`config.mk`:
```
export PLATFORM = sky130hd
export DESIGN_NAME = keypad_text_top
export DESIGN_NICKNAME = d
export VERILOG_FILES = /design/src/keypad_pkg.sv /design/src/key_scanner.sv /design/src/keypad_text_top.sv /design/src/letter_encoder.sv /design/src/multitap_controller.sv
export SDC_FILE = /design/constraint.sdc
export NUM_CORES = 1
export LEC_CHECK = 0
export ABC_CLOCK_PERIOD_IN_PS = 7900
export BUFFER_PORTS_ARGS = -buffer_cell sky130_fd_sc_hd__buf_4
export CAP_MARGIN = 20
export CORE_ASPECT_RATIO = 0.8
export CORE_MARGIN = 2
export CORE_UTILIZATION = 60
export DETAILED_ROUTE_END_ITERATION = 16
export PLACE_DENSITY = 0.81
export SKIP_CTS_REPAIR_TIMING = 1
export SLEW_MARGIN = 10
export SYNTH_ARGS = -nofsm -noshare
export SYNTH_HDL_FRONTEND = slang
export SYNTH_SLANG_ARGS = --single-unit
```
`constraint.sdc`:
```
create_clock -name clk -period 7.9 [get_ports clk]
set_clock_uncertainty 0.1 [all_clocks]
set_input_delay 1.58 -clock clk [delete_from_list [all_inputs] [get_ports clk]]
set_output_delay 1.58 -clock clk [all_outputs]
set_load 0.05 [all_outputs]
```
`src/keypad_pkg.sv`:
```
package keypad_pkg;

  // Row sense and column drive lines, one-hot or zero
  // Index 0 sits on the MSB, so row/column i is bit 3-i
  typedef logic [3:0] row_lines_t;

  typedef logic [1:0] key_idx_t;  // Row or column index 0..3
  typedef logic [1:0] tap_t;      // Tap count within a letter group
  typedef logic [7:0] ascii_t;    // One ASCII character

  // One key on the 4x4 matrix
  typedef struct packed {
    key_idx_t row;
    key_idx_t col;
  } key_event_t;

  typedef enum logic [1:0] {
    IDLE    = 2'd0,  // Nothing pending
    COMPOSE = 2'd1,  // Letter being chosen
    EMIT    = 2'd2   // Finished letter on the output
  } multitap_state_t;

  // Control keys on the bottom row
  localparam key_event_t KEY_SUBMIT = '{row: 2'd3, col: 2'd0};
  localparam key_event_t KEY_CLEAR  = '{row: 2'd3, col: 2'd1};

  // Index of the active line, lowest index wins if several are set
  function automatic key_idx_t line_to_idx(row_lines_t lines);
    key_idx_t idx;
    idx = '0;
    for (int i = 3; i >= 0; i--) begin
      if (lines[3-i])
        idx = key_idx_t'(i);
    end
    return idx;
  endfunction

endpackage

```
`src/key_scanner.sv`:
```
`timescale 1ns/1ps

module key_scanner #(
  parameter int SYNC_STAGES = 2              // Row synchronizer depth
) (
  input  logic                   clk,
  input  logic                   nRst,
  input  keypad_pkg::row_lines_t read_row,   // Raw rows from the matrix
  input  logic                   key_ready,
  output keypad_pkg::row_lines_t scan_col,   // Driven column, one-hot
  output keypad_pkg::key_event_t key,        // Held key event
  output logic                   key_valid
);
  import keypad_pkg::*;

  row_lines_t [SYNC_STAGES-1:0] row_sync;  // [0] nearest the pins
  row_lines_t                   row_dly;   // Last sync stage, one cycle late
  row_lines_t                   row_rise;
  row_lines_t                   scan_col_next;
  logic                         press_edge;

  // Column rotation
  always_comb begin
    if ((|read_row) && (scan_col != '0))
      scan_col_next = scan_col;                   // Hold column while a key is down
    else if (scan_col == '0)
      scan_col_next = 4'b1000;                    // Start at column 0
    else
      scan_col_next = {scan_col[0], scan_col[3:1]}; // Next column, wraps 3 -> 0
  end

  // Synchronizer chain plus delay stage for the edge detector
  always_ff @(posedge clk or negedge nRst) begin
    if (!nRst) begin
      row_sync <= '0;
      row_dly  <= '0;
      scan_col <= '0;                             // No column driven in reset
    end else begin
      row_sync[0] <= read_row;
      for (int i = 1; i < SYNC_STAGES; i++)
        row_sync[i] <= row_sync[i-1];
      row_dly  <= row_sync[SYNC_STAGES-1];
      scan_col <= scan_col_next;
    end
  end

  assign row_rise   = row_sync[SYNC_STAGES-1] & ~row_dly;
  assign press_edge = |row_rise;                  // New press on any row

  // Event valid, held until the controller takes it
  always_ff @(posedge clk or negedge nRst) begin
    if (!nRst) begin
      key_valid <= 1'b0;
    end else if (key_valid) begin
      if (key_ready)
        key_valid <= 1'b0;                        // Accepted
    end else if (press_edge) begin
      key_valid <= 1'b1;
    end
  end

  // Event payload, loaded only into an empty slot
  // Column is still held here because the row stays up through the sync chain
  always_ff @(posedge clk) begin
    if (press_edge && !key_valid) begin
      key.row <= line_to_idx(row_rise);
      key.col <= line_to_idx(scan_col);
    end
  end

  // Never two columns driven at once
  a_scan_onehot: assert property (
    @(posedge clk) disable iff (!nRst)
    $onehot0(scan_col)
  );

  // Held event does not change under back-pressure
  a_key_stable: assert property (
    @(posedge clk) disable iff (!nRst)
    (key_valid && !key_ready) |=> (key_valid && $stable(key))
  );

endmodule

```
`src/keypad_text_top.sv`:
```
`timescale 1ns/1ps

module keypad_text_top #(
  parameter int SYNC_STAGES = 2                // Row synchronizer depth
) (
  input  logic                   clk,
  input  logic                   nRst,
  input  keypad_pkg::row_lines_t read_row,     // From keypad rows
  input  logic                   char_ready,
  output keypad_pkg::row_lines_t scan_col,     // To keypad columns
  output keypad_pkg::ascii_t     char_out,
  output logic                   char_valid,
  output keypad_pkg::ascii_t     preview,      // Letter being composed
  output logic                   preview_valid
);
  import keypad_pkg::*;

  // Scanner to controller key stream
  key_event_t key;
  logic       key_valid;
  logic       key_ready;

  key_scanner #(
    .SYNC_STAGES (SYNC_STAGES)
  ) i_key_scanner (
    .clk       (clk),
    .nRst      (nRst),
    .read_row  (read_row),
    .key_ready (key_ready),
    .scan_col  (scan_col),
    .key       (key),
    .key_valid (key_valid)
  );

  multitap_controller i_multitap_controller (
    .clk           (clk),
    .nRst          (nRst),
    .key           (key),
    .key_valid     (key_valid),
    .char_ready    (char_ready),
    .key_ready     (key_ready),
    .char_out      (char_out),
    .preview       (preview),
    .char_valid    (char_valid),
    .preview_valid (preview_valid)
  );

endmodule

```
`src/letter_encoder.sv`:
```
`timescale 1ns/1ps

module letter_encoder (
  input  keypad_pkg::key_event_t key,
  input  keypad_pkg::tap_t       tap,         // Taps so far, 0 = first letter
  output keypad_pkg::ascii_t     letter,      // Zero for non-letter keys
  output keypad_pkg::tap_t       group_size,  // Last valid tap of the group
  output logic                   is_letter
);
  import keypad_pkg::*;

  ascii_t first;  // First letter of the group

  // Key layout, {row, col}
  always_comb begin
    first      = '0;
    group_size = 2'd2;                // Most groups have three letters
    is_letter  = 1'b1;
    case ({key.row, key.col})
      4'b00_01: first = "A";
      4'b00_10: first = "D";
      4'b01_00: first = "G";
      4'b01_01: first = "J";
      4'b01_10: first = "M";
      4'b10_00: begin
        first      = "P";
        group_size = 2'd3;            // PQRS
      end
      4'b10_01: first = "T";
      4'b10_10: begin
        first      = "W";
        group_size = 2'd3;            // WXYZ
      end
      default: begin
        is_letter  = 1'b0;            // Control or unused key
        group_size = 2'd0;
      end
    endcase
  end

  // Letter within the group
  assign letter = is_letter ? ascii_t'(first + ascii_t'(tap)) : '0;

endmodule

```
`src/multitap_controller.sv`:
```
`timescale 1ns/1ps

module multitap_controller (
  input  logic                   clk,
  input  logic                   nRst,
  input  keypad_pkg::key_event_t key,
  input  logic                   key_valid,
  input  logic                   char_ready,
  output logic                   key_ready,
  output keypad_pkg::ascii_t     char_out,
  output keypad_pkg::ascii_t     preview,
  output logic                   char_valid,
  output logic                   preview_valid
);
  import keypad_pkg::*;

  multitap_state_t state, state_next;

  key_event_t pend_key;   // Key of the letter being composed
  tap_t       tap_q;      // Current tap in that group
  tap_t       pend_size;  // Last tap of that group
  tap_t       tap_next;   // Tap for the incoming key
  logic       same_key;
  logic       key_accept;
  logic       load_letter;
  logic       submit_take;

  // Encoder outputs for the incoming key
  ascii_t     enc_letter;
  tap_t       enc_size;
  logic       enc_is_letter;

  assign key_ready  = (state != EMIT);        // Stall the scanner while emitting
  assign key_accept = key_valid && key_ready;

  // Repeat press of the pending key advances, anything else restarts
  assign same_key = (state == COMPOSE) && (key == pend_key);
  always_comb begin
    if (!same_key)
      tap_next = '0;
    else if (tap_q == pend_size)
      tap_next = '0;                          // Wrap to first letter
    else
      tap_next = tap_q + 2'd1;
  end

  letter_encoder i_letter_encoder (
    .key        (key),
    .tap        (tap_next),
    .letter     (enc_letter),
    .group_size (enc_size),
    .is_letter  (enc_is_letter)
  );

  // Next state
  always_comb begin
    state_next  = state;
    load_letter = 1'b0;
    case (state)
      IDLE, COMPOSE: begin
        if (key_accept) begin
          if (key == KEY_CLEAR) begin
            state_next = IDLE;                // Drop pending letter
          end else if (key == KEY_SUBMIT) begin
            if (state == COMPOSE)
              state_next = EMIT;              // Ignored in IDLE
          end else if (enc_is_letter) begin
            state_next  = COMPOSE;
            load_letter = 1'b1;
          end
        end
      end
      EMIT: begin
        if (char_valid && char_ready)
          state_next = IDLE;                  // Character taken
      end
      default: state_next = IDLE;
    endcase
  end

  assign submit_take = (state == COMPOSE) && (state_next == EMIT);

  always_ff @(posedge clk or negedge nRst) begin
    if (!nRst) begin
      state     <= IDLE;
      pend_key  <= '0;
      tap_q     <= '0;
      pend_size <= '0;
    end else begin
      state <= state_next;
      if (load_letter) begin
        pend_key  <= key;
        tap_q     <= tap_next;
        pend_size <= enc_size;
      end
    end
  end

  // Preview follows each accepted letter key, char_out latches on submit
  always_ff @(posedge clk) begin
    if (load_letter)
      preview <= enc_letter;
    if (submit_take)
      char_out <= preview;
  end

  assign char_valid    = (state == EMIT);
  assign preview_valid = (state == COMPOSE);

  // Output stays put until the sink takes it
  a_char_stable: assert property (
    @(posedge clk) disable iff (!nRst)
    (char_valid && !char_ready) |=> (char_valid && $stable(char_out))
  );

  // Tap never runs past the group
  a_tap_range: assert property (
    @(posedge clk) disable iff (!nRst)
    (state == COMPOSE) |-> (tap_q <= pend_size)
  );

endmodule
```
==> reports/metrics.yaml <==
status:
  status: "complete, no violations"
logic_synthesis:
  synthSimpleGateAreaFrac_pct: 14.44
  ys_async_sr_fraction_pct: 60.00
  ys_ff_latch: 45
  synth_mux_area_share_pct: 1.684
  synth_top_area_cell: "dfrtp_1"
  synth-seq-area-share_pct: 62.95
  ys_warn_count: 0
  ys.flop_type: "dfrtp_1"
  ys_types: 41
  synth_area_leaders: "dfrtp_1 35%, edfxtp_1 28%, nand2_1 3.3%"
  synth_top_family_by_area: "simple AND/OR/NAND/NOR gates"
  synth-compound-area-share_pct: 9.909
  synth_cells: 161
  synthXorXnorAreaFrac_pct: 3.627
  syn_area_per_cell_um2: 12.00
  synth_top_area_share_pct: 34.97
  synth_fa_ha_area_share_pct: 2.332
  synth-edff-count: 18
  syn-cell-area_um2: 1932
clock_network:
  cts.path.max_buffers: 2
  clk_pin_slew_ns: 0.07
  clkSinkCount: 45
  worstSkewPairLatency_ns: 0.29
  cts_made_buffers: 5
  cts_tree: "built"
  root_buffer: "clkbuf_8"
  cts_htree_levels: 2
detailed_routing:
  routed_wl_mm: 3.401
  drtPass1Iterations: 6
  ant_nets: 0
  route.detailed.drc: 0
  vias: 1267
  detail_route.wl_per_cell_um: 14.72
  first_iter_violations: 79
  viasPerCell: 5.485
place:
  io_buffers: 26
  dp_hpwl_mm: 2.420
  placed_area_um2: 2136
  place_congestion: 0.8538
sta:
  setup_violations: 0
  finalCritPeriodShare_pct: 38.26
  final_period_minus_worst_setup_slack_ns: 3.023
  rsz0062_at_grt: "false"
  hold_viol: 0
  max_freq_ghz: 0.3308
  slew_headroom_pct: 64.09
  tightestPinTransition_ns: 0.5342
  slew_viol_final: 0
  tns_ns: 0
critical_path:
  crit_chain: "xor2_1 > nor3_1 > and3_1 > ha_1 > inv_1 > fa_1 > xnor2_1 > a32oi_1 > o22ai_1"
  rr_worst_depth: 9
  arrival_ns: 2.94
  end_kind: "flip-flop"
  worst_path_largest_cell_delay_ns: 0.60
  worstSetupPathType: "reg -> reg"
  cp.depth: 9
  cp.required_ns: 7.82
  cp_slowest_cell: "edfxtp_1"
  path_delay_family: "simple AND/OR/NAND/NOR gates"
  crit_buf_inv: 1
  start_kind: "flip-flop"
  cp_max_fo: 15
die:
  start_util_pct: 62.61
  core_um2: 3085
  die-area_um2: 3692
  num_rows: 18
  io_pins: 29
  die_y_um: 54.75
  die_w_um: 67.44
final_layout:
  design_area_um2: 2221
  area_growth_pct: 14.96
  drive_above_1_share_pct: 20.42
  layout.nets: 200
  antenna_cells: 0
  fin_util_pct: 71.98
worst_hold_path:
  min_path_type: "reg -> reg"
  worstHoldPathCells: 0
power_and_ir_drop:
  power.leakage_nw: 0.9693
  max-vdd-ir-drop_mv: 0.2162
  p_per_area_nw_per_um2: 378.8
global_routing:
  grtUsageTotal_pct: 21.54
  antenna_found_initial: 0
  grt_pass1_wl_mm: 5.547
  grt_max_degree: 28
  gr-total-overflow: 0
  grt_pass1_vias: 1215
job:
  maxCapViolations: 0
## Yosys cell counts, types with 5 or more instances
library cell  number
a21oi_1            7
inv_1             12
o21ai_0            5
nor3_1             5
nand2b_1          10
nor2_1             9
xor2_1             5
edfxtp_1          18
nand2_1           17
dfrtp_1           27
## layout by cell type (no fill, tap or decap), types with 2 or more instances in the layout
cell type and count:
o22a_1 2, inv_1 12, nand2_1 17, edfxtp_1 18, nand3_2 2, mux2_2 2, clkbuf_1 3, nor2_1 9
nor3_1 5, o22ai_1 3, nor2b_1 2, xnor2_1 3, o21ai_0 5, and3_1 2, conb_1 3, a21oi_1 7
nand2b_1 10, ha_1 2, a31oi_1 2, clkbuf_8 5, dfrtp_1 27, buf_4 26, xor2_1 5
## cells by family (layout without fill, tap and decap cells)
family,Yosys count,after routing
other,1,3
AO/OA/AOI/OAI,29,29
flip-flops,45,45
AND/OR/NAND/NOR,53,53
XOR/XNOR,8,8
adder cells (fa/ha/maj),3,3
multiplexers,3,3
buffers and inverters,19,47
## final cells by class
type                    count  area, um^2
clock buffers               8       80.08
inverters                  12       45.04
fillers                   230       864.6
well taps                  40       50.05
multi-input cells          99       629.4
repair buffers             27       200.2
flip-flops and latches     45        1216
## final timing paths
kind / slack, ns / endpoint / from
worst min-delay path: 0.25 / i_key_scanner.row_sync[7] / i_key_scanner.row_sync[3]
max in group asynchronous: 6.35 / i_key_scanner.key_valid / nRst
min in group asynchronous: 1.09 / i_key_scanner.scan_col[0] / nRst
worst max-delay path: 4.88 / i_multitap_controller.preview[2] / i_key_scanner.key[3]
worst min register to register: 0.25 / i_key_scanner.row_sync[7] / i_key_scanner.row_sync[3]
worst max register to register: 4.88 / i_multitap_controller.preview[2] / i_key_scanner.key[3]
## per-layer routing
metal / vias to the layer above / share of wire (%) / GRT usage, %
li1: 610 / - / -
met1: 610 / 44 / 26.83
met2: 40 / 48 / 35.15
met3: 7 / 5.5 / 5.350
met4: 0 / 1.5 / 11.90
met5: - / 0 / 0
## flip-flops by register name (all words and copies together) (netlist names), 4 cells and up
register                        cells
i_multitap_controller.pend_key      4
i_key_scanner.row_sync              8
i_multitap_controller.preview       7
i_key_scanner.key                   4
i_key_scanner.scan_col              4
i_multitap_controller.char_out      7
i_key_scanner.row_dly               4
## through the flow
step	cells	setup WS [ns]	hold WS, ns	power (mW)
floorplan	163	5.268	0.2312	0.6264
detailed placement	222	4.952	0.2347	0.7137
finish	231	4.877	0.2501	0.8413
global placement	222	5.072	0.2342	0.6985
CTS	230	4.939	0.2517	0.8458
global route	231	4.708	0.2624	0.8917
## power breakdown
group | internal [mW] | switching (mW) | total (mW)
Clock | 0.0627 | 0.0662 | 0.129
Combinational | 0.109 | 0.226 | 0.334
Sequential | 0.317 | 0.0615 | 0.378
Total | 0.488 | 0.353 | 0.841
Note: power is estimated with default switching activity, not from simulation.
